===== config.mk =====
export PLATFORM = sky130hd
export DESIGN_NAME = fetch_unit
export DESIGN_NICKNAME = d
export VERILOG_FILES = /design/src/rtl/rv_isa_pkg.sv /design/src/rtl/pipe_pkg.sv /design/src/rtl/fetch_unit.sv
export SDC_FILE = /design/constraint.sdc
export NUM_CORES = 1
export LEC_CHECK = 0
export ABC_AREA = 0
export ABC_CLOCK_PERIOD_IN_PS = 3000
export BUFFER_PORTS_ARGS = -buffer_cell sky130_fd_sc_hd__clkbuf_2
export CAP_MARGIN = 20
export CORE_MARGIN = 2
export CORE_UTILIZATION = 48
export CTS_CLUSTER_SIZE = 16
export DETAILED_ROUTE_END_ITERATION = 10
export HOLD_SLACK_MARGIN = 0.02
export PLACE_DENSITY = 0.85
export SYNTH_ARGS = -nofsm -noshare
export SYNTH_HDL_FRONTEND = slang
export SYNTH_SLANG_ARGS = --single-unit

===== constraint.sdc =====
create_clock -name clk -period 3 [get_ports clk]
set_input_delay 0.3 -clock clk [delete_from_list [all_inputs] [get_ports clk]]
set_output_delay 0.3 -clock clk [all_outputs]
set_load 0.01 [all_outputs]

===== src/rtl/rv_isa_pkg.sv =====
`default_nettype none

package rv_isa_pkg;

    localparam int XLEN = 64;

    typedef logic [XLEN-1:0] xlen_t;
    typedef logic [31:0]     word32_t;   // W-op intermediate
    typedef logic [31:0]     inst_t;
    typedef logic [4:0]      reg_addr_t;
    typedef logic [6:0]      opcode_t;
    typedef logic [2:0]      funct3_t;

    // Major opcodes
    localparam opcode_t OPC_OP        = 7'b0110011;
    localparam opcode_t OPC_OP_IMM    = 7'b0010011;
    localparam opcode_t OPC_OP_32     = 7'b0111011;
    localparam opcode_t OPC_OP_IMM_32 = 7'b0011011;
    localparam opcode_t OPC_LUI       = 7'b0110111;
    localparam opcode_t OPC_AUIPC     = 7'b0010111;
    localparam opcode_t OPC_JAL       = 7'b1101111;
    localparam opcode_t OPC_JALR      = 7'b1100111;
    localparam opcode_t OPC_BRANCH    = 7'b1100011;

    // ALU funct3
    localparam funct3_t F3_ADD  = 3'b000;
    localparam funct3_t F3_SLL  = 3'b001;
    localparam funct3_t F3_SLT  = 3'b010;
    localparam funct3_t F3_SLTU = 3'b011;
    localparam funct3_t F3_XOR  = 3'b100;
    localparam funct3_t F3_SR   = 3'b101;   // SRL and SRA
    localparam funct3_t F3_OR   = 3'b110;
    localparam funct3_t F3_AND  = 3'b111;

    // Branch funct3
    localparam funct3_t F3_BEQ  = 3'b000;
    localparam funct3_t F3_BNE  = 3'b001;
    localparam funct3_t F3_BLT  = 3'b100;
    localparam funct3_t F3_BGE  = 3'b101;
    localparam funct3_t F3_BLTU = 3'b110;
    localparam funct3_t F3_BGEU = 3'b111;

    localparam logic [6:0] F7_ALT = 7'b0100000;   // SUB, SRA

    localparam inst_t NOP_INST = 32'h0000_0013;   // addi x0,x0,0

endpackage

`default_nettype wire

===== src/rtl/pipe_pkg.sv =====
`default_nettype none

package pipe_pkg;

    typedef enum logic [3:0] {
        ALU_ADD,
        ALU_SUB,
        ALU_SLL,
        ALU_SLT,
        ALU_SLTU,
        ALU_XOR,
        ALU_SRL,
        ALU_SRA,
        ALU_OR,
        ALU_AND,
        ALU_PASS_B
    } alu_op_e;

    typedef enum logic [1:0] {OPA_REG, OPA_PC, OPA_ZERO} opa_sel_e;
    typedef enum logic [0:0] {OPB_REG, OPB_IMM} opb_sel_e;

    typedef struct packed {
        logic              valid;
        rv_isa_pkg::xlen_t pc;
        rv_isa_pkg::inst_t inst;
    } fetch_pkt_t;

    typedef struct packed {
        logic                  valid;
        rv_isa_pkg::xlen_t     pc;
        rv_isa_pkg::reg_addr_t rs1;
        rv_isa_pkg::reg_addr_t rs2;
        rv_isa_pkg::xlen_t     rs1_val;
        rv_isa_pkg::xlen_t     rs2_val;
        rv_isa_pkg::reg_addr_t rd;
        logic                  we;
        rv_isa_pkg::xlen_t     imm;
        alu_op_e               alu_op;
        opa_sel_e              opa_sel;
        opb_sel_e              opb_sel;
        logic                  word_op;   // 32-bit op, result sign-extended
        logic                  jal;
        logic                  jalr;
        logic                  branch;
        rv_isa_pkg::funct3_t   funct3;
    } decode_pkt_t;

    typedef struct packed {
        logic                  valid;
        rv_isa_pkg::xlen_t     pc;
        rv_isa_pkg::reg_addr_t rd;
        logic                  we;
        rv_isa_pkg::xlen_t     value;
    } result_pkt_t;

endpackage

`default_nettype wire


===== src/rtl/fetch_unit.sv =====
`timescale 1ns/1ps
`default_nettype none

module fetch_unit #(
    parameter rv_isa_pkg::xlen_t RESET_PC = '0
) (
    input  logic                 clk,
    input  logic                 rst_n,
    input  logic                 redirect,
    input  rv_isa_pkg::xlen_t    redirect_pc,
    output rv_isa_pkg::xlen_t    imem_addr,
    input  rv_isa_pkg::inst_t    imem_data,
    output pipe_pkg::fetch_pkt_t fetch_pkt
);
    import rv_isa_pkg::*;

    xlen_t pc;

    assign imem_addr = pc;   // Memory answers in the same cycle

    always_ff @(posedge clk or negedge rst_n) begin
        if (!rst_n) begin
            pc        <= RESET_PC;
            fetch_pkt <= '{valid: 1'b0, pc: RESET_PC, inst: NOP_INST};
        end else begin
            pc              <= redirect ? redirect_pc : pc + 64'd4;
            // Wrong-path fetch dies here
            fetch_pkt.valid <= ~redirect;
            fetch_pkt.pc    <= pc;
            fetch_pkt.inst  <= imem_data;
        end
    end

endmodule

`default_nettype wire


After elaboration in Yosys (flattened, before gate mapping)

Cells that the tools add are included.

Add/subtract/negate cells: 1
Multiplexer cells: 1
Bitwise logic cells: 1

Operators by type and width:

| cell                  | number |
|---|---|
| $add 64x3->64 const B | 1 |
| $mux 64               | 1 |
| $not 1->1             | 1 |

Register bits after elaboration: 161
Bits of input ports: 99
Output and inout bits: 161
Logic and storage cells: 7

Logic depth before layout (Yosys ltp)

Depth after elaboration: 2
Mapped depth: 7
Mapped depth without buffers: 6

Worst setup path after synthesis

Ideal clock, no wire load.

Path type: reg-to-reg
From: register pc[5], in the netlist imem_addr[5]
To: register pc[57], in the netlist imem_addr[57]
Setup time: 0.082 ns
Arrival: 2.488 ns
Data required time: 2.918 ns
Slack: 0.430 ns
Stages on the path, launching flop included: 8
Path buffers: 2
Clock period less this slack: 2.570 ns
Cells stage by stage: dfrtp_1 -> nand4_1 -> or4_1 -> buf_2 -> or4_1 -> buf_2 -> or4_1 -> a31oi_1

Word-level cells in the longest chain between the ends: 2

RTL lines:

| element                  | RTL line         | source |
|---|---|---|
| start: declaration       | fetch_unit.sv:17 | `xlen_t pc;` |
| start signal: assignment | fetch_unit.sv:26 | `pc <= redirect ? redirect_pc : pc + 64'd4;` |
| $add 64x3->64            | fetch_unit.sv:26 |  |
| $mux 64                  | fetch_unit.sv:26 |  |

Every way passes these cells.

Final worst setup path

From: register pc[7], in the netlist imem_addr[7]
To: register pc[57], in the netlist imem_addr[57]

The elaborated chain is that of the path after synthesis.

==> flow_summary_export.csv <==
group,metric,value,unit
run_status,run_status,"completed",
detailed_routing,drt_wl_cell,16.7,um
floorplanning,fp-row-count,41,
finish,drive_above_1_share,37.1,%
detailed_routing,drc,0,
timing,max_freq,0.364,GHz
synth,ys_seq_elements,161,
floorplanning,floorplan.initialDensity,48.8,%
floorplanning,core_region_area,12500,um^2
finish,layout-area-overhead-vs-synth,39.4,%
placement,place.detailed.hpwl,12100,um
synth,seq_total_area_yosys,66.1,%
timing,timing.hold.ws,0.0909,ns
timing,final.setup.tns,0,ns
clock_tree,cts_setup_buffers,0,
detailed_routing,vias,5204,
floorplanning,die_w,117,um
power_and_ir_drop,p_leak,3.96,nW
global_routing,antenna_found_initial,0,
setup_path,worst_setup_path_start_kind,"register",
timing,fin_crit,2.75,ns
finish,most_frequent_cells_in_the_layout,"sky130_fd_sc_hd__clkbuf_2 (258), sky130_fd_sc_hd__dfrtp_1 (158), sky130_fd_sc_hd__nand2_1 (67), sky130_fd_sc_hd__o21ai_0 (55), sky130_fd_sc_hd__xnor2_1 (36)",
timing,layout_worst_path_cycle_share,91.5,%
clock_tree,tritoncts,"built",
floorplanning,die_area,13600,um^2
setup_path,worst-setup-path-type,"reg2reg",
finish,final_net_count,926,
power_and_ir_drop,power_frac_seq,48.1,%
clock_tree,cts_root_buffer,"sky130_fd_sc_hd__clkbuf_16",
floorplanning,die-height,117,um
finish,final_util,68.0,%
power_and_ir_drop,clock_power_share,39.4,%
power_and_ir_drop,swShare,26.2,%
timing,timing.slew.headroom,46.1,%
synth,ys.warnings.count,0,
timing,setup_repair_after_global_routing_missed_its_margin,"false",
worst_hold_path,hold_path_startpoint,"redirect_pc[12]",
clock_tree,tritoncts.num_buffers,17,
global_routing,grtUsageTotal,25.3,%
setup_path,crit_path_end_kind,"register",
clock_tree,clkSlewWorstSetupHoldPaths,0.06,ns
setup_path,setup.worst_path.start,"imem_addr[7]",
power_and_ir_drop,pwr_density_cell,618,nW/um^2
power_and_ir_drop,comb_power_share,12.6,%
setup_path,cp_max_fo,7,
detailed_routing,final_wl,16900,um
global_routing,globalRouteOverflowTotal,0,
clock_tree,number_of_buffers_between_clock_root_and_the_deepest_sink,2,
synth,number_of_instances_in_the_synthesized_netlist,528,
synth,synthDistinctLibCells,36,
placement,gpl.final_weighted_congestion,0.829,
setup_path,worst-endpoint-arrival,3.08,ns
timing,finalHoldViolCount,0,
global_routing,maximum_number_of_pins_on_one_net_before_global_route_repair,95,
detailed_routing,drt-pass1-iter-count,5,
timing,report.final.setup_viol,0,
clock_tree,worstSkewPairLatency,0.42,ns
setup_path,r2r_start,"imem_addr[7]",
worst_hold_path,hold_path.class,"in2reg",
finish,final_common_cell,"sky130_fd_sc_hd__clkbuf_2",
floorplanning,io_pins,260,
clock_tree,htree_num_levels,4,
power_and_ir_drop,switching_component_of_the_power,1.38,mW
flow_run,max-cap-violations,0,
timing,tightestPinTransition,0.809,ns
power_and_ir_drop,cell_internal_pwr,3.88,mW
timing,skew,0.00585,ns
detailed_routing,drtAntennaViolNets,0,
detailed_routing,routed_via_density,5.15,
placement,port_buffers,259,
global_routing,grt_first_pass_wirelength,25800,um
synth,mappedNetlistNets,628,
setup_path,worst-endpoint-required,3.34,ns
detailed_routing,dr.first_iter.drc_count,423,
power_and_ir_drop,ir_worst_vdd,317,uV
finish,num_antenna_cells,0,
synth,post_synth.cell_area_avg,11.6,um^2
global_routing,number_of_global_route_vias_before_repair,5126,
timing,timing_max_transition_violations_final,0,
clock_tree,cts_sinks,161,
synth,mappedNetlistArea,6100,um^2
==> power by group through the flow <==
stage | clock network, mW | logic, mW | registers, mW
floorplan | 0 | 0.169 | 2.63
global placement | 0 | 0.620 | 2.55
detailed placement | 0 | 0.630 | 2.56
CTS | 2.10 | 0.668 | 2.52
global route | 2.20 | 0.734 | 2.55
finish | 2.07 | 0.660 | 2.53
==> what timing repair did <==
item | in CTS | in global routing
gates resized for setup | 0 | 0
hold buffers | 33 | 0
setup endpoints to repair | 0 | 0
hold endpoints to repair | 101 | 0
==> routing by layer <==
metal	track usage, %	up-vias	part of all wire [%]
met3	7.27	25	7.3
met5	0	-	0
li1	-	2457	-
met1	30.0	2528	39
met4	10.3	0	1.6
met2	43.3	194	52
==> sequential cells by signal, indices dropped and copies added (netlist names) <==
name       cells
fetch_pkt     97
imem_addr     64
==> cell families after synthesis <==
kind of cell | Yosys count | synth area share (%)
DFF | 161 | 66.1
and+or+nand+nor | 207 | 17.5
adders and majority gates | 1 | 0.205
muxes | 3 | 0.553
buffers and inverters | 34 | 2.36
AOI/OAI and AO/OA | 79 | 7.15
xor gates and xnor gates | 43 | 6.17
==> worst max-delay path, stage by stage, from the launching register on <==
cell and delay [ns]:
sky130_fd_sc_hd__dfrtp_1 0.42, sky130_fd_sc_hd__nand4_1 0.18, sky130_fd_sc_hd__or4_1 0.71, sky130_fd_sc_hd__or4_1 0.64
sky130_fd_sc_hd__or4_1 0.55, sky130_fd_sc_hd__a31oi_1 0.17
==> worst paths after layout <==
check	end	slack, ns	depth (start not counted)
worst max-delay path	imem_addr[57]	0.25	5
worst min-delay path	imem_addr[12]	0.09	3
worst max register to register	imem_addr[57]	0.25	5
worst min register to register	fetch_pkt[32]	0.41	0
max in group asynchronous	fetch_pkt[70]	1.71	3
min in group asynchronous	fetch_pkt[49]	0.47	2
==> cell type report <==
type / count / area, um^2
Clock buffer: 19 / 433
Clock inverter: 13 / 136
Fill cell: 987 / 4010
Inverter: 11 / 41.3
Multi-Input combinational cell: 333 / 1930
Sequential cell: 161 / 4030
Tap cell: 172 / 215
Timing Repair Buffer: 302 / 1720
==> stage by stage <==
| stage | setup slack [ns] | power [mW] | area [um^2] | std cells |
|---|---|---|---|---|
| after detailed placement | 0.269 | 3.19 | 7610 | 946 |
| final | 0.255 | 5.26 | 8510 | 1011 |
| after floorplan | 0.430 | 2.80 | 6100 | 528 |
| after global placement | 0.341 | 3.17 | 7610 | 946 |
| after global routing | 0.163 | 5.49 | 8510 | 1011 |
| after CTS | 0.252 | 5.29 | 8510 | 1011 |
==> synthesized netlist by cell type <==
| library cell | count | area [um^2] |
|---|---|---|
| sky130_fd_sc_hd__dfrtp_1 | 158 | 3950 |
| sky130_fd_sc_hd__nand2_1 | 67 | 251 |
| sky130_fd_sc_hd__o21ai_0 | 55 | 275 |
| sky130_fd_sc_hd__xnor2_1 | 36 | 315 |
| sky130_fd_sc_hd__nand3_1 | 23 | 115 |
| sky130_fd_sc_hd__nor2_1 | 22 | 82.6 |
| sky130_fd_sc_hd__clkbuf_1 | 19 | 71.3 |
| sky130_fd_sc_hd__nor4_1 | 17 | 106 |
| sky130_fd_sc_hd__a31oi_1 | 16 | 100 |
| sky130_fd_sc_hd__nand4_1 | 16 | 100 |
| sky130_fd_sc_hd__nor3_1 | 13 | 65.1 |
| sky130_fd_sc_hd__or3_1 | 13 | 81.3 |
| sky130_fd_sc_hd__or4_1 | 12 | 90.1 |
| sky130_fd_sc_hd__and3_1 | 10 | 62.6 |
| sky130_fd_sc_hd__inv_1 | 10 | 37.5 |
| sky130_fd_sc_hd__xor2_1 | 7 | 61.3 |
| sky130_fd_sc_hd__o31ai_1 | 5 | 37.5 |
| sky130_fd_sc_hd__and4_1 | 4 | 35.0 |
| sky130_fd_sc_hd__dfstp_2 | 3 | 78.8 |
| sky130_fd_sc_hd__mux2_2 | 3 | 33.8 |
| sky130_fd_sc_hd__buf_2 | 2 | 10.0 |
| sky130_fd_sc_hd__nor4b_1 | 2 | 17.5 |
| sky130_fd_sc_hd__or2_2 | 2 | 12.5 |
| sky130_fd_sc_hd__a211o_1 | 1 | 8.76 |
| sky130_fd_sc_hd__a21boi_0 | 1 | 7.51 |
| sky130_fd_sc_hd__and2_1 | 1 | 6.26 |
| sky130_fd_sc_hd__and3_2 | 1 | 7.51 |
| sky130_fd_sc_hd__and4_2 | 1 | 10.0 |
| sky130_fd_sc_hd__buf_6 | 1 | 11.3 |
| sky130_fd_sc_hd__clkinv_1 | 1 | 3.75 |
| sky130_fd_sc_hd__dlygate4sd3_1 | 1 | 10.0 |
| sky130_fd_sc_hd__ha_1 | 1 | 12.5 |
| sky130_fd_sc_hd__nand2b_1 | 1 | 6.26 |
| sky130_fd_sc_hd__o211ai_1 | 1 | 7.51 |
| sky130_fd_sc_hd__or3_2 | 1 | 7.51 |
| sky130_fd_sc_hd__or4b_2 | 1 | 10.0 |
No activity file was read; power rests on OpenSTA's default activity.
