File: config.mk
export PLATFORM = sky130hd
export DESIGN_NAME = result_stage
export DESIGN_NICKNAME = d
export VERILOG_FILES = /design/src/rtl/rv_isa_pkg.sv /design/src/rtl/pipe_pkg.sv /design/src/rtl/result_stage.sv
export SDC_FILE = /design/constraint.sdc
export NUM_CORES = 1
export LEC_CHECK = 0
export BUFFER_PORTS_ARGS = -buffer_cell sky130_fd_sc_hd__clkbuf_2
export CORE_AREA = 2 2 184 186
export CTS_CLUSTER_DIAMETER = 120
export DETAILED_ROUTE_END_ITERATION = 10
export DIE_AREA = 0 0 186 188
export PLACE_DENSITY = 0.47
export SLEW_MARGIN = 20
export SYNTH_ARGS = -nofsm -noshare
export SYNTH_HDL_FRONTEND = slang
export SYNTH_SLANG_ARGS = --single-unit
File: constraint.sdc
create_clock -name clk -period 1.2 [get_ports clk]
set_input_delay 0.18 -clock clk [delete_from_list [all_inputs] [get_ports clk]]
set_output_delay 0.18 -clock clk [all_outputs]
set_load 0.02 [all_outputs]
File: src/rtl/rv_isa_pkg.sv
`default_nettype none

package rv_isa_pkg;

    localparam int XLEN = 64;

    typedef logic [XLEN-1:0] xlen_t;
    typedef logic [31:0]     word32_t;   // W-op intermediate
    typedef logic [31:0]     inst_t;
    typedef logic [4:0]      reg_addr_t;
    typedef logic [6:0]      opcode_t;
    typedef logic [2:0]      funct3_t;

    // Major opcodes
    localparam opcode_t OPC_OP        = 7'b0110011;
    localparam opcode_t OPC_OP_IMM    = 7'b0010011;
    localparam opcode_t OPC_OP_32     = 7'b0111011;
    localparam opcode_t OPC_OP_IMM_32 = 7'b0011011;
    localparam opcode_t OPC_LUI       = 7'b0110111;
    localparam opcode_t OPC_AUIPC     = 7'b0010111;
    localparam opcode_t OPC_JAL       = 7'b1101111;
    localparam opcode_t OPC_JALR      = 7'b1100111;
    localparam opcode_t OPC_BRANCH    = 7'b1100011;

    // ALU funct3
    localparam funct3_t F3_ADD  = 3'b000;
    localparam funct3_t F3_SLL  = 3'b001;
    localparam funct3_t F3_SLT  = 3'b010;
    localparam funct3_t F3_SLTU = 3'b011;
    localparam funct3_t F3_XOR  = 3'b100;
    localparam funct3_t F3_SR   = 3'b101;   // SRL and SRA
    localparam funct3_t F3_OR   = 3'b110;
    localparam funct3_t F3_AND  = 3'b111;

    // Branch funct3
    localparam funct3_t F3_BEQ  = 3'b000;
    localparam funct3_t F3_BNE  = 3'b001;
    localparam funct3_t F3_BLT  = 3'b100;
    localparam funct3_t F3_BGE  = 3'b101;
    localparam funct3_t F3_BLTU = 3'b110;
    localparam funct3_t F3_BGEU = 3'b111;

    localparam logic [6:0] F7_ALT = 7'b0100000;   // SUB, SRA

    localparam inst_t NOP_INST = 32'h0000_0013;   // addi x0,x0,0

endpackage

`default_nettype wire
File: src/rtl/pipe_pkg.sv
`default_nettype none

package pipe_pkg;

    typedef enum logic [3:0] {
        ALU_ADD,
        ALU_SUB,
        ALU_SLL,
        ALU_SLT,
        ALU_SLTU,
        ALU_XOR,
        ALU_SRL,
        ALU_SRA,
        ALU_OR,
        ALU_AND,
        ALU_PASS_B
    } alu_op_e;

    typedef enum logic [1:0] {OPA_REG, OPA_PC, OPA_ZERO} opa_sel_e;
    typedef enum logic [0:0] {OPB_REG, OPB_IMM} opb_sel_e;

    typedef struct packed {
        logic              valid;
        rv_isa_pkg::xlen_t pc;
        rv_isa_pkg::inst_t inst;
    } fetch_pkt_t;

    typedef struct packed {
        logic                  valid;
        rv_isa_pkg::xlen_t     pc;
        rv_isa_pkg::reg_addr_t rs1;
        rv_isa_pkg::reg_addr_t rs2;
        rv_isa_pkg::xlen_t     rs1_val;
        rv_isa_pkg::xlen_t     rs2_val;
        rv_isa_pkg::reg_addr_t rd;
        logic                  we;
        rv_isa_pkg::xlen_t     imm;
        alu_op_e               alu_op;
        opa_sel_e              opa_sel;
        opb_sel_e              opb_sel;
        logic                  word_op;   // 32-bit op, result sign-extended
        logic                  jal;
        logic                  jalr;
        logic                  branch;
        rv_isa_pkg::funct3_t   funct3;
    } decode_pkt_t;

    typedef struct packed {
        logic                  valid;
        rv_isa_pkg::xlen_t     pc;
        rv_isa_pkg::reg_addr_t rd;
        logic                  we;
        rv_isa_pkg::xlen_t     value;
    } result_pkt_t;

endpackage

`default_nettype wire

File: src/rtl/result_stage.sv
`timescale 1ns/1ps
`default_nettype none

module result_stage (
    input  logic                  clk,
    input  logic                  rst_n,
    input  pipe_pkg::result_pkt_t result_pkt,
    output logic                  wr_en,
    output rv_isa_pkg::reg_addr_t wr_addr,
    output rv_isa_pkg::xlen_t     wr_data,
    output pipe_pkg::result_pkt_t fwd_pkt,
    output logic                  retire_valid,
    output rv_isa_pkg::xlen_t     retire_pc,
    output rv_isa_pkg::reg_addr_t retire_rd,
    output rv_isa_pkg::xlen_t     retire_data
);
    import pipe_pkg::*;

    result_pkt_t res_q;

    always_ff @(posedge clk or negedge rst_n) begin
        if (!rst_n) begin
            res_q <= '0;
        end else begin
            res_q <= result_pkt;
        end
    end

    assign wr_en   = res_q.valid & res_q.we;
    assign wr_addr = res_q.rd;
    assign wr_data = res_q.value;
    assign fwd_pkt = res_q;   // Execute checks valid and we itself

    // One cycle per instruction, rd and data zero when nothing is written
    assign retire_valid = res_q.valid;
    assign retire_pc    = res_q.pc;
    assign retire_rd    = wr_en ? res_q.rd : '0;
    assign retire_data  = wr_en ? res_q.value : '0;

endmodule

`default_nettype wire

Word level (Yosys, flattened, before mapping)
Index checks and enable logic that the tools add are counted.
{"block": "totals", "ff_bits": 135, "inputBits": 137, "output_inout_bits": 339, "word_cells": 8}
{"block": "op_classes", "n_mux": 2, "bitwise_logic": 1}
{"cell": "64-bit 2-to-1 mux", "n": 1}
{"cell": "5-bit 2-to-1 mux", "n": 1}
{"cell": "1-bit AND", "n": 1}

Longest topological paths before layout
Gate-level depths: netlist (run 1).
{"block": "depth", "depth_word": 2, "ltp_mapped": 2, "mapped_depth_nobuf": 1}

Worst setup path after synthesis (run 1)
OpenSTA, ideal clock, no wires.
{"block": "synth_timing", "path_kind": "register to output", "start": "register res_q (netlist bit retire_valid)", "end": "output retire_data[0]", "arrival_time_ns": 0.990, "t_required_ns": 1.020, "path_slack_ns": 0.030, "path_stages_with_launch": 3, "n_path_buf": 1, "cell_sequence": "dfrtp_1 -> buf_2 -> and3_1"}
{"block": "synth_via", "elab_chain_cells": 2}
{"element": "start, declared", "line_no": "result_stage.sv:19", "source": "result_pkt_t res_q;"}
{"element": "start signal, assigned", "line_no": "result_stage.sv:25", "source": "res_q <= result_pkt;"}
{"element": "1-bit AND", "line_no": "result_stage.sv:29", "source": "assign wr_en = res_q.valid & res_q.we;"}
{"element": "64-bit 2-to-1 mux", "line_no": "result_stage.sv:38", "source": "assign retire_data = wr_en ? res_q.value : '0;"}
{"element": "end, declared", "line_no": "result_stage.sv:15", "source": "output rv_isa_pkg::xlen_t retire_data"}
Every way passes these cells.

Final worst setup path (run 1)
{"block": "layout_timing", "start": "register res_q (netlist bit fwd_pkt[64])", "end": "output retire_data[46]"}
Same word-level chain as after synthesis.

==> results.json, run 1 <==
{
  "outcome": "finished, violations left",
  "violations": "setup timing",
  "period_share": 1.38,
  "path_clk_slew_ps": 60,
  "core_area_um2": 33100,
  "netlist-cell-type-count": 5,
  "worst_slack_ps": -452,
  "io_pins": 476,
  "rows": 67,
  "crit_start": "fwd_pkt[64]",
  "drtPass1Iterations": 4,
  "slew_violations": 0,
  "gr-total-overflow": 0,
  "rsz0062_at_grt": "true",
  "p_sw_w": 0.00354,
  "ys_seq_area_frac": 0.691,
  "worstPathRequired_ps": 1020,
  "final_cells": 1343,
  "avgSynthCellArea_um2": 13.9,
  "dpl.hpwl_um": 13400,
  "placed_area_um2": 6940,
  "grt_max_degree": 52,
  "pwr-share-clk": 0.412,
  "ys_warn_count": 0,
  "fmax_mhz": 605,
  "via_count": 4514,
  "hp-class": "primary input to asynchronous set/reset pin",
  "start_kind": "register",
  "worst_pin_slew_ps": 360,
  "die_x_um": 186,
  "post-place-cells": 1141,
  "power_w": 0.0129,
  "antenna_left": 0,
  "preCtsSetupSlack_ps": 10.7,
  "seq_power_share": 0.389,
  "cap_violations": 0,
  "wl_per_cell_um": 14.5,
  "ir_drop_uv": 923,
  "netlist_area_um2": 4890,
  "start_util": 0.148,
  "cts_made_buffers": 17,
  "cts_sinks": 135,
  "finalHoldViolations": 0,
  "relSlewSlack": 0.760,
  "timing.hold.ws_ps": 224,
  "final_cell_mix": "clkbuf_2, dlygate4sd3_1, dfrtp_1, buf_6, and3_1",
  "portBuffers": 475,
  "p_leak_nw": 5.36,
  "crit_fanout": 51,
  "grt_usage": 0.101,
  "clk_root_buffer_cell": "clkbuf_16",
  "crit_type": "register to output port",
  "nets": 1018,
  "area_delta_synth_final_pct": 106,
  "min_period_ps": 1650,
  "antenna_found_initial": 1,
  "num-fill-cells": 3301,
  "stdcell_area_um2": 10100,
  "gp_congestion": 0.770,
  "drc": 0,
  "grt_pass1_vias": 4468,
  "setup_violations": 127,
  "drt_iter0_drc": 108,
  "internal_power_w": 0.00938,
  "die_h_um": 188,
  "pwr-share-comb": 0.199,
  "cts_tree": "yes",
  "grt_pass1_wl_um": 25400,
  "clk_path_buf_depth": 2,
  "layout.cells.most_common": "clkbuf_2",
  "cts_max_level": 4,
  "finalWirelength_um": 19500,
  "swShare": 0.274,
  "netlist_instances": 353,
  "drive_gt1_frac": 0.629,
  "p_per_area_nw_per_um2": 1280,
  "die_area_um2": 35000,
  "synth-seq-cells": 135,
  "critPathArrivalTime_ps": 1470,
  "syn-num-nets": 490,
  "vias_per_cell": 3.36,
  "crit_path_end_kind": "output port"
}
stage by stage:
step / setup TNS [ps] / utilization
after floorplan: 0 / -
after global placement: 0 / 0.209
after global routing: -38770 / 0.304
after CTS: -33440 / 0.286
final: -29030 / 0.304
after detailed placement: 0 / 0.209
worst max-delay path, stage by stage, from the launching register on:
cell	delay, ps
dfrtp_2	410
buf_12	200
and3_1	220
clkbuf_4	180
per-layer routing:
layer | GRT usage | routed length [um]
met1 | 0.105 | 7130
met2 | 0.185 | 10600
met3 | 0.0383 | 1460
met4 | 0.0300 | 255
met5 | 0 | 13
area by class of cell:
class                      count  area [um^2]  share of cell area
multi-input combinational     70          448              0.0444
sequential                   135         3390               0.336
timing repair buffer         657         5080               0.504
clock inverter                11          148              0.0146
tap                          448          561              0.0556
clock buffer                  21          450              0.0447
antenna                        1         2.50            0.000248
kinds of logic (layout without fill, tap and decap cells):
kind of cell  after synthesis  after routing  synth area share
buf+inv                   148            689             0.220
flops                     135            135             0.691
simple gates               70             70            0.0895
other cells                 0              1                 0
synthesized netlist by cell type:
cell type / n / area [um^2]
and3_1: 69 / 432
buf_4: 134 / 1010
buf_2: 14 / 70.1
dfrtp_1: 135 / 3380
and2_1: 1 / 6.26
power by group through the flow:
stage	Combinational, W	Clock (W)	Sequential [W]
floorplan	0.000875	0	0.00530
CTS	0.00234	0.00555	0.00500
detailed placement	0.00180	0	0.00507
global route	0.00271	0.00576	0.00504
finish	0.00257	0.00532	0.00502
global placement	0.00179	0	0.00507
registers in the layout (all words and copies together) (netlist names):
register	cells
retire_pc	64
wr_data	64
fwd_pkt	1
wr_addr	5
retire_valid	1
path summary, 6_finish.rpt:
path,endpoint,slack (ps),depth (start not counted)
setup / recovery,retire_data[46],-450,3
hold / removal,retire_pc[34],220,2
max in group asynchronous,wr_data[9],470,3
min in group clk,retire_pc[52],390,2
what timing repair did:
| action | in CTS | in global routing |
|---|---|---|
| hold buffers | 136 | 0 |
| setup endpoints to repair | 206 | 280 |
| hold endpoints to repair | 270 | 0 |
| setup buffers | 17 | 16 |
| pin swaps | 0 | 1 |
| resized for setup | 108 | 293 |
No activity file was read; power rests on OpenSTA's default activity.
==> inputs of run 2 (changes only) <==
SKIP_CTS_REPAIR_TIMING = 1   (was default)
==> results.json, run 2 (synthesized netlist as in run 1, its figures left out) <==
{
  "grt_max_degree": 52,
  "finalWirelength_um": 19100,
  "dpl.hpwl_um": 13400,
  "final_cell_mix": "clkbuf_2, dlygate4sd3_1, dfrtp_1, buf_6, buf_2",
  "nets": 1001,
  "crit_family": "flip-flops",
  "cts_max_level": 4,
  "drive_gt1_frac": 0.644,
  "critPathArrivalTime_ps": 1480,
  "clk_root_buffer_cell": "clkbuf_16",
  "vias_per_cell": 3.34,
  "clk_path_buf_depth": 2,
  "grtUsageMet2": 0.154,
  "gr-total-overflow": 0,
  "drtPass1Iterations": 4,
  "layout.cells.most_common": "clkbuf_2",
  "pwr-share-clk": 0.415,
  "cap_violations": 0,
  "antenna_left": 0,
  "die_x_um": 186,
  "fmax_mhz": 601,
  "antenna_found_initial": 1,
  "grt_pass1_wl_um": 21700,
  "num-fill-cells": 3323,
  "pwr-share-comb": 0.193,
  "gp_congestion": 0.770,
  "start_kind": "register",
  "via_count": 4424,
  "diodes": 0,
  "cts_tree": "yes",
  "swShare": 0.275,
  "wl_per_cell_um": 14.4,
  "finalHoldViolations": 0,
  "gr-max-usage-layer": "met2",
  "drc": 0,
  "violations": "setup timing",
  "slew_violations": 0,
  "die_area_um2": 35000,
  "setup_violations": 98,
  "hp-class": "primary input to asynchronous set/reset pin",
  "post-place-cells": 1141,
  "rsz0062_at_grt": "true",
  "core_area_um2": 33100,
  "crit_type": "register to output port",
  "min_period_ps": 1660,
  "worstPathCellList": "buf_12 > and3_1 > buf_4",
  "fin_setup_tns_ps": -29440,
  "grt_pass1_vias": 3501,
  "globalRouteMet3Util": 0.0398,
  "crit_buf_inv": 2,
  "relSlewSlack": 0.766,
  "outcome": "finished, violations left",
  "worst_pin_slew_ps": 351,
  "drt_iter0_drc": 81,
  "placed_area_um2": 6940,
  "cts_sinks": 135,
  "rows": 67,
  "io_pins": 476,
  "worst_slack_ps": -463,
  "p_per_area_nw_per_um2": 1300,
  "fin_util": 0.297,
  "p_leak_nw": 5.16,
  "power_w": 0.0128,
  "seq_power_share": 0.392,
  "crit_path_end_kind": "output port",
  "stdcell_area_um2": 9830,
  "cts_made_buffers": 17,
  "final_cells": 1325,
  "met1_usage": 0.0982,
  "worstPathRequired_ps": 1020,
  "die_h_um": 188,
  "start_util": 0.148,
  "internal_power_w": 0.00929,
  "p_sw_w": 0.00352,
  "crit_slowest_cell": "dfrtp_2",
  "period_share": 1.39,
  "portBuffers": 475,
  "ir_drop_uv": 922,
  "area_delta_synth_final_pct": 101,
  "max_stage_delay_ps": 410,
  "grt_usage": 0.0899,
  "path_clk_slew_ps": 60,
  "crit_fanout": 51
}
run 2: area by class of cell:
type,count,area [um^2],share of cell area
repair buffers,640,4740,0.482
well taps,448,561,0.0570
multi-input cells,70,538,0.0547
flip-flops and latches,135,3390,0.345
clock inverters,11,148,0.0150
clock buffers,21,450,0.0458
run 2: per-stage QoR:
step	setup slack [ps]	hold WS, ps
global route	-507	229
global placement	4.17	105
CTS	-471	-374
floorplan	29.7	-116
detailed placement	10.7	105
finish	-463	218
run 2: layer usage:
metal / vias to the layer above / share of wire
li1: 2022 / -
met1: 2139 / 0.38
met2: 252 / 0.54
met3: 9 / 0.067
met4: 2 / 0.010
met5: - / 0.00068
run 2: how the worst max path moves through the flow:
stage                       from               to  slack, ps  cells past startpoint
floorplan           retire_valid   retire_data[0]         30                      2
global placement     fwd_pkt[64]  retire_data[46]          4                      3
detailed placement   fwd_pkt[64]  retire_data[46]         10                      3
CTS                  fwd_pkt[64]  retire_data[46]       -470                      3
global route         fwd_pkt[64]  retire_data[46]       -510                      3
finish               fwd_pkt[64]  retire_data[46]       -460                      3
run 2: power groups by stage:
stage,combinational [W],clock [W],sequential (W)
finish,0.00247,0.00532,0.00502
global route,0.00262,0.00575,0.00504
CTS,0.00180,0.00555,0.00499
detailed placement,0.00180,0,0.00507
global placement,0.00179,0,0.00507
floorplan,0.000875,0,0.00530
