**src/rtl/rv_isa_pkg.sv**
```systemverilog
`default_nettype none

package rv_isa_pkg;

    localparam int XLEN = 64;

    typedef logic [XLEN-1:0] xlen_t;
    typedef logic [31:0]     word32_t;   // W-op intermediate
    typedef logic [31:0]     inst_t;
    typedef logic [4:0]      reg_addr_t;
    typedef logic [6:0]      opcode_t;
    typedef logic [2:0]      funct3_t;

    // Major opcodes
    localparam opcode_t OPC_OP        = 7'b0110011;
    localparam opcode_t OPC_OP_IMM    = 7'b0010011;
    localparam opcode_t OPC_OP_32     = 7'b0111011;
    localparam opcode_t OPC_OP_IMM_32 = 7'b0011011;
    localparam opcode_t OPC_LUI       = 7'b0110111;
    localparam opcode_t OPC_AUIPC     = 7'b0010111;
    localparam opcode_t OPC_JAL       = 7'b1101111;
    localparam opcode_t OPC_JALR      = 7'b1100111;
    localparam opcode_t OPC_BRANCH    = 7'b1100011;

    // ALU funct3
    localparam funct3_t F3_ADD  = 3'b000;
    localparam funct3_t F3_SLL  = 3'b001;
    localparam funct3_t F3_SLT  = 3'b010;
    localparam funct3_t F3_SLTU = 3'b011;
    localparam funct3_t F3_XOR  = 3'b100;
    localparam funct3_t F3_SR   = 3'b101;   // SRL and SRA
    localparam funct3_t F3_OR   = 3'b110;
    localparam funct3_t F3_AND  = 3'b111;

    // Branch funct3
    localparam funct3_t F3_BEQ  = 3'b000;
    localparam funct3_t F3_BNE  = 3'b001;
    localparam funct3_t F3_BLT  = 3'b100;
    localparam funct3_t F3_BGE  = 3'b101;
    localparam funct3_t F3_BLTU = 3'b110;
    localparam funct3_t F3_BGEU = 3'b111;

    localparam logic [6:0] F7_ALT = 7'b0100000;   // SUB, SRA

    localparam inst_t NOP_INST = 32'h0000_0013;   // addi x0,x0,0

endpackage

`default_nettype wire
```
**src/rtl/pipe_pkg.sv**
```systemverilog
`default_nettype none

package pipe_pkg;

    typedef enum logic [3:0] {
        ALU_ADD,
        ALU_SUB,
        ALU_SLL,
        ALU_SLT,
        ALU_SLTU,
        ALU_XOR,
        ALU_SRL,
        ALU_SRA,
        ALU_OR,
        ALU_AND,
        ALU_PASS_B
    } alu_op_e;

    typedef enum logic [1:0] {OPA_REG, OPA_PC, OPA_ZERO} opa_sel_e;
    typedef enum logic [0:0] {OPB_REG, OPB_IMM} opb_sel_e;

    typedef struct packed {
        logic              valid;
        rv_isa_pkg::xlen_t pc;
        rv_isa_pkg::inst_t inst;
    } fetch_pkt_t;

    typedef struct packed {
        logic                  valid;
        rv_isa_pkg::xlen_t     pc;
        rv_isa_pkg::reg_addr_t rs1;
        rv_isa_pkg::reg_addr_t rs2;
        rv_isa_pkg::xlen_t     rs1_val;
        rv_isa_pkg::xlen_t     rs2_val;
        rv_isa_pkg::reg_addr_t rd;
        logic                  we;
        rv_isa_pkg::xlen_t     imm;
        alu_op_e               alu_op;
        opa_sel_e              opa_sel;
        opb_sel_e              opb_sel;
        logic                  word_op;   // 32-bit op, result sign-extended
        logic                  jal;
        logic                  jalr;
        logic                  branch;
        rv_isa_pkg::funct3_t   funct3;
    } decode_pkt_t;

    typedef struct packed {
        logic                  valid;
        rv_isa_pkg::xlen_t     pc;
        rv_isa_pkg::reg_addr_t rd;
        logic                  we;
        rv_isa_pkg::xlen_t     value;
    } result_pkt_t;

endpackage

`default_nettype wire

```
**src/rtl/decode_stage.sv**
```systemverilog
`timescale 1ns/1ps
`default_nettype none

module decode_stage (
    input  logic                  clk,
    input  logic                  rst_n,
    input  pipe_pkg::fetch_pkt_t  fetch_pkt,
    input  logic                  flush,
    output rv_isa_pkg::reg_addr_t rs1_addr,
    output rv_isa_pkg::reg_addr_t rs2_addr,
    input  rv_isa_pkg::xlen_t     rs1_data,
    input  rv_isa_pkg::xlen_t     rs2_data,
    output pipe_pkg::decode_pkt_t decode_pkt
);
    import rv_isa_pkg::*;
    import pipe_pkg::*;

    inst_t       inst;
    opcode_t     opcode;
    funct3_t     funct3;
    logic [6:0]  funct7;
    xlen_t       imm_i;
    xlen_t       imm_u;
    xlen_t       imm_j;
    xlen_t       imm_b;
    logic        legal;
    decode_pkt_t dec;

    function automatic alu_op_e alu_from_f3(funct3_t f3, logic alt);
        case (f3)
            F3_ADD:  return alt ? ALU_SUB : ALU_ADD;
            F3_SLL:  return ALU_SLL;
            F3_SLT:  return ALU_SLT;
            F3_SLTU: return ALU_SLTU;
            F3_XOR:  return ALU_XOR;
            F3_SR:   return alt ? ALU_SRA : ALU_SRL;
            F3_OR:   return ALU_OR;
            F3_AND:  return ALU_AND;
            default: return ALU_ADD;
        endcase
    endfunction

    assign inst   = fetch_pkt.inst;
    assign opcode = inst[6:0];
    assign funct3 = inst[14:12];
    assign funct7 = inst[31:25];

    assign imm_i = {{52{inst[31]}}, inst[31:20]};
    assign imm_u = {{32{inst[31]}}, inst[31:12], 12'b0};
    assign imm_j = {{43{inst[31]}}, inst[31], inst[19:12], inst[20], inst[30:21], 1'b0};
    assign imm_b = {{51{inst[31]}}, inst[31], inst[7], inst[30:25], inst[11:8], 1'b0};

    assign rs1_addr = inst[19:15];
    assign rs2_addr = inst[24:20];

    always_comb begin
        dec         = '0;
        dec.valid   = fetch_pkt.valid;
        dec.pc      = fetch_pkt.pc;
        dec.rs1     = rs1_addr;
        dec.rs2     = rs2_addr;
        dec.rs1_val = rs1_data;
        dec.rs2_val = rs2_data;
        dec.rd      = inst[11:7];
        dec.funct3  = funct3;
        dec.alu_op  = ALU_ADD;
        dec.opa_sel = OPA_ZERO;
        dec.opb_sel = OPB_IMM;
        legal       = 1'b1;
        case (opcode)
            OPC_OP: begin
                legal       = (funct7 == 7'b0) ||
                              (funct7 == F7_ALT && (funct3 == F3_ADD || funct3 == F3_SR));
                dec.we      = 1'b1;
                dec.opa_sel = OPA_REG;
                dec.opb_sel = OPB_REG;
                dec.alu_op  = alu_from_f3(funct3, inst[30]);
            end
            OPC_OP_IMM: begin
                if (funct3 == F3_SLL) begin
                    legal = (inst[31:26] == 6'b0);
                end else if (funct3 == F3_SR) begin
                    legal = (inst[31:26] == 6'b0) || (inst[31:26] == 6'b010000);
                end
                dec.we      = 1'b1;
                dec.opa_sel = OPA_REG;
                dec.imm     = imm_i;
                dec.alu_op  = alu_from_f3(funct3, (funct3 == F3_SR) && inst[30]);
            end
            OPC_OP_32: begin   // ADDW and SUBW only
                legal       = (funct3 == F3_ADD) && (funct7 == 7'b0 || funct7 == F7_ALT);
                dec.we      = 1'b1;
                dec.word_op = 1'b1;
                dec.opa_sel = OPA_REG;
                dec.opb_sel = OPB_REG;
                dec.alu_op  = inst[30] ? ALU_SUB : ALU_ADD;
            end
            OPC_OP_IMM_32: begin
                legal       = (funct3 == F3_ADD);
                dec.we      = 1'b1;
                dec.word_op = 1'b1;
                dec.opa_sel = OPA_REG;
                dec.imm     = imm_i;
            end
            OPC_LUI: begin
                dec.we     = 1'b1;
                dec.imm    = imm_u;
                dec.alu_op = ALU_PASS_B;
            end
            OPC_AUIPC: begin
                dec.we      = 1'b1;
                dec.opa_sel = OPA_PC;
                dec.imm     = imm_u;
            end
            OPC_JAL: begin   // ALU gives the target, execute makes the link
                dec.we      = 1'b1;
                dec.jal     = 1'b1;
                dec.opa_sel = OPA_PC;
                dec.imm     = imm_j;
            end
            OPC_JALR: begin
                legal       = (funct3 == 3'b000);
                dec.we      = 1'b1;
                dec.jalr    = 1'b1;
                dec.opa_sel = OPA_REG;
                dec.imm     = imm_i;
            end
            OPC_BRANCH: begin
                legal       = (funct3 != 3'b010) && (funct3 != 3'b011);
                dec.branch  = 1'b1;
                dec.opa_sel = OPA_PC;
                dec.imm     = imm_b;
            end
            default: legal = 1'b0;
        endcase
        // Unknown encoding retires as a plain no-op
        if (!legal) begin
            dec.we     = 1'b0;
            dec.jal    = 1'b0;
            dec.jalr   = 1'b0;
            dec.branch = 1'b0;
        end
        if (dec.rd == '0) begin
            dec.we = 1'b0;
        end
    end

    always_ff @(posedge clk or negedge rst_n) begin
        if (!rst_n) begin
            decode_pkt <= '0;
        end else begin
            decode_pkt       <= dec;
            decode_pkt.valid <= dec.valid & ~flush;
        end
    end

endmodule

`default_nettype wire

```
**config.mk**
```make
export PLATFORM = sky130hd
export DESIGN_NAME = decode_stage
export DESIGN_NICKNAME = d
export VERILOG_FILES = /design/src/rtl/rv_isa_pkg.sv /design/src/rtl/pipe_pkg.sv /design/src/rtl/decode_stage.sv
export SDC_FILE = /design/constraint.sdc
export NUM_CORES = 1
export LEC_CHECK = 0
export ABC_AREA = 0
export BUFFER_PORTS_ARGS = -buffer_cell sky130_fd_sc_hd__buf_2
export CAP_MARGIN = 15
export CORE_AREA = 8 8 196 198
export DETAILED_ROUTE_END_ITERATION = 8
export DIE_AREA = 0 0 204 206
export PLACE_DENSITY_LB_ADDON = 0.3
export SLEW_MARGIN = 5
export SYNTH_ARGS = -nofsm -noshare
export SYNTH_HDL_FRONTEND = slang
export SYNTH_SLANG_ARGS = --single-unit
```
**constraint.sdc**
```tcl
create_clock -name clk -period 2.1 [get_ports clk]
set_clock_uncertainty 0.15 [all_clocks]
set_input_delay 0.42 -clock clk [delete_from_list [all_inputs] [get_ports clk]]
set_output_delay 0.42 -clock clk [all_outputs]
set_load 0.05 [all_outputs]
```
### After elaboration in Yosys (flattened, before gate mapping)

Cells that the tools add are included.

| storage, ports and cells | value |
|---|---|
| bits of input ports | 228 |
| output and inout port bits | 297 |
| register bits | 287 |
| word-level logic and storage cells | 81 |

| cells by class | value |
|---|---|
| multiplexer cells | 21 |
| bitwise operators | 2 |
| reduce and logical (&&, ||, !) cells | 21 |
| equality and inequality tests | 20 |

Operator list:

| operator | number |
|---|---|
| $pmux 64 s4 | 1 |
| $pmux 4 s8 | 2 |
| $eq 7x6->1 const B | 4 |
| $eq 7x5->1 const B | 3 |
| $eq 7x7->1 const B | 3 |
| $pmux 4 s4 | 1 |
| $mux 1 | 14 |
| $eq 3x3->1 const B | 4 |
| $reduce_or 3->1 | 3 |
| $reduce_or 2->1 | 4 |
| $reduce_or 8->1 | 1 |
| $logic_not 7->1 | 1 |
| $eq 3x2->1 const B | 2 |
| $eq 6x5->1 const B | 1 |
| $logic_not 6->1 | 1 |
| $ne 3x2->1 const B | 2 |
| $pmux 1 s6 | 1 |
| $logic_not 5->1 | 1 |
| $reduce_or 5->1 | 1 |
| $logic_and 1x1->1 | 4 |
| $logic_or 1x1->1 | 4 |
| $pmux 2 s2 | 1 |
| $eq 3x1->1 const B | 1 |
| $logic_not 3->1 | 1 |
| other kinds (3) | 3 |

### Depth between registers and ports, before layout

| logic depth | value |
|---|---|
| word-level depth | 7 |
| depth in mapped cells | 6 |
| gate-level depth less buffers | 4 |

### Least setup slack after synthesis

OpenSTA, ideal clock, no wires.

| path | value |
|---|---|
| path type | reg-to-output |
| start point | reg decode_pkt[76] (netlist name) |
| end point | out decode_pkt[46] (netlist bit) |
| setup slack | 0.114 ns |
| data required time | 1.530 ns |
| path buffers | 1 |
| data arrival time | 1.416 ns |
| stages on the path, launching flop included | 2 |
| cells stage by stage | dfrtp_1 -> buf_4 |

RTL lines:

| element | line | source |
|---|---|---|
| to (decl) | decode_stage.sv:13 | `output pipe_pkg::decode_pkt_t decode_pkt` |

==> impl_metrics.ini <==
[worst_hold_path]
hold_path_class = primary input to flop
worstHoldPathCells = 2
hp-start = fetch_pkt[30]

[floorplan]
core_area_um2 = 35200
start_util_pct = 21.4
pin_count = 525
fp.dieW_um = 204
std_cell_rows = 69
dieArea_um2 = 42000
chipHeight_um = 206

[timing]
setup_slack_ns = 0.0811
fin_crit_ns = 2.02
setup-tns-final_ns = 0
tightest_slew_ns = 0.521
fmax_ghz = 0.495
max-slew-margin-rel_pct = 65.3
hold_violations = 0
hold_slack_ns = 0.0473
fin_crit_sh_pct = 96.1
drv_slew = 0
setup_viol = 0

[cells_and_area]
final_util_pct = 39.3
largest_reg_flops = 255
fin_area_um2 = 13800
nets = 1390
top_register = decode_pkt
regArea_um2 = 6380
stdcell_count = 1649
multi_input_area_um2 = 763
syn_to_final_growth_pct = 83.8
drive_gt1_share_pct = 51.2
top_regs = decode_pkt (255)
n_fill_cell = 3358

[detailed_routing]
routed_wl_um = 31200
firstDrtPassIters = 4
drcViolationCount = 0
vias_per_cell = 3.82
vias = 6298
routedWlPerCell_um = 18.9
drt_iter0_markers = 188
antenna_left = 0

[logic_synthesis]
ys.flop_type = dfrtp_1
synth.most_common_cell = dfrtp_1
synth_area_leaders = dfrtp_1 (85%), buf_4 (4.3%), a21o_1 (2.0%)
synth_top_area_share_pct = 84.8
synth-seq-cells = 255
synth_area_um2 = 7530
synth_cell_type_count = 43
synth-edff-count = 0
syn_nets = 647
seq_area_frac_synth_pct = 84.8
syn_avg_cell_area_um2 = 18.0
async_flop_share_pct = 100
syn_inst = 419
yosys.area.top_type = dfrtp_1
yosysWarnings = 0
synth_commonest_cells = dfrtp_1 (255), buf_4 (43), a21o_1 (20)

[power_and_ir_drop]
ir_worst_vdd_v = 0.000574
p_leak_nw = 7.20
pwr_density_cell_nw_per_um2 = 886
finalPower_mw = 12.3

[global_route]
antenna_found_initial = 4
grt_use_total_pct = 14.0
globalRoute.totalOverflow = 0
grt_pass1_vias = 7196
grt_pass1_wl_um = 45000
grt_max_degree = 59

[setup_path]
critPathArrivalTime_ns = 1.45
crit_end = decode_pkt[70]
crit_chain = buf_6 -> buf_2
required_ns = 1.53
cp_max_fo = 33
cp-start-kind = flop
startpoint = decode_pkt[76]
critPathKind = flop to primary output
worst_path_max_delay_cell = dfrtp_1
max_stage_delay_ns = 0.33
end_kind = primary output

[status]
status = finished clean

[placed_design]
place_area_um2 = 10600
port_buffers = 524
dp_slack_ns = 0.0495
dpl.hpwl_um = 23900
placed_cells = 1374
gp_congestion = 0.827

[cts]
htreeDepth = 1
cts-root-buf = clkbuf_16
cts_buffer_depth = 3
cts_made_buffers = 29
clock_sinks = 255
clkTransAtPathRegs_ns = 0.06
cts_tree = done
cts_setup_buffers = 0

[job]
drv_cap = 0
## worst min path at each step
stage | endpoint | slack [ns]
5_1_grt | decode_pkt[24] | 0.04
3_5_place_dp | decode_pkt[202] | 0.26
6_report | decode_pkt[44] | 0.05
3_3_place_gp | decode_pkt[202] | 0.27
2_1_floorplan | decode_pkt[0] | -0.03
4_1_cts | decode_pkt[44] | 0.01
## cell families after synthesis
| family | Yosys count | synth area share (%) |
|---|---|---|
| compound gates | 48 | 5.10 |
| buf+inv | 56 | 5.10 |
| flops | 255 | 84.8 |
| simple gates | 59 | 4.90 |
| mux | 1 | 0.133 |
## layout by cell type (no fill, tap or decap), drive strengths merged, types with 2 or more instances in the layout
cell type and instances:
a21o 20, bufinv 2, nand3b 2, clkbuf 56, a211oi 3, clkinvlp 3, or4 2, buf 534
a21oi 4, a22o 4, nand2 6, inv 3, nor4 2, o21ai 5, nand2b 5, a32oi 2
dfrtp 255, and3 7, a2111oi 2, nor2b 3, dlygate4sd3 218, diode 5, nor2 12, clkinv 4
nor3 4, and2 9, o221ai 2
## cell type report
cell class | instances | share of cell area (%)
sequential | 255 | 46.1
antenna | 5 | 0.0904
multi-input combinational | 108 | 5.52
inverter | 2 | 0.0543
tap | 461 | 4.17
timing repair buffer | 766 | 36.9
clock buffer | 42 | 6.25
clock inverter | 10 | 0.859
## power breakdown
part           switching [mW]  total, mW  internal, mW
clock network            1.98       5.07          3.09
registers              0.0600       5.19          5.13
logic                    1.35       2.00         0.650
## worst max-delay path, delay by kind of cell (launching register included)
family	cells	cell delay, ns
buf+inv	2	0.56
flops	1	0.33
## metal layers
metal / wire [um] / part of all wire (%) / track usage (%) / vias to the layer above
met5: 0 / 0 / 0 / -
met4: 916 / 2.9 / 4.60 / 0
met3: 2740 / 8.8 / 4.01 / 55
met2: 16800 / 54 / 26.1 / 305
met1: 10700 / 34 / 14.9 / 3103
li1: - / - / - / 2835
## what timing repair did
item | in CTS | in global routing
hold buffers | 218 | 0
endpoints found under the setup margin | 33 | 34
pin swaps | 0 | 1
gates resized for setup | 1 | 15
endpoints found under the hold margin | 279 | 0
Power figures use the tool's default switching activity.
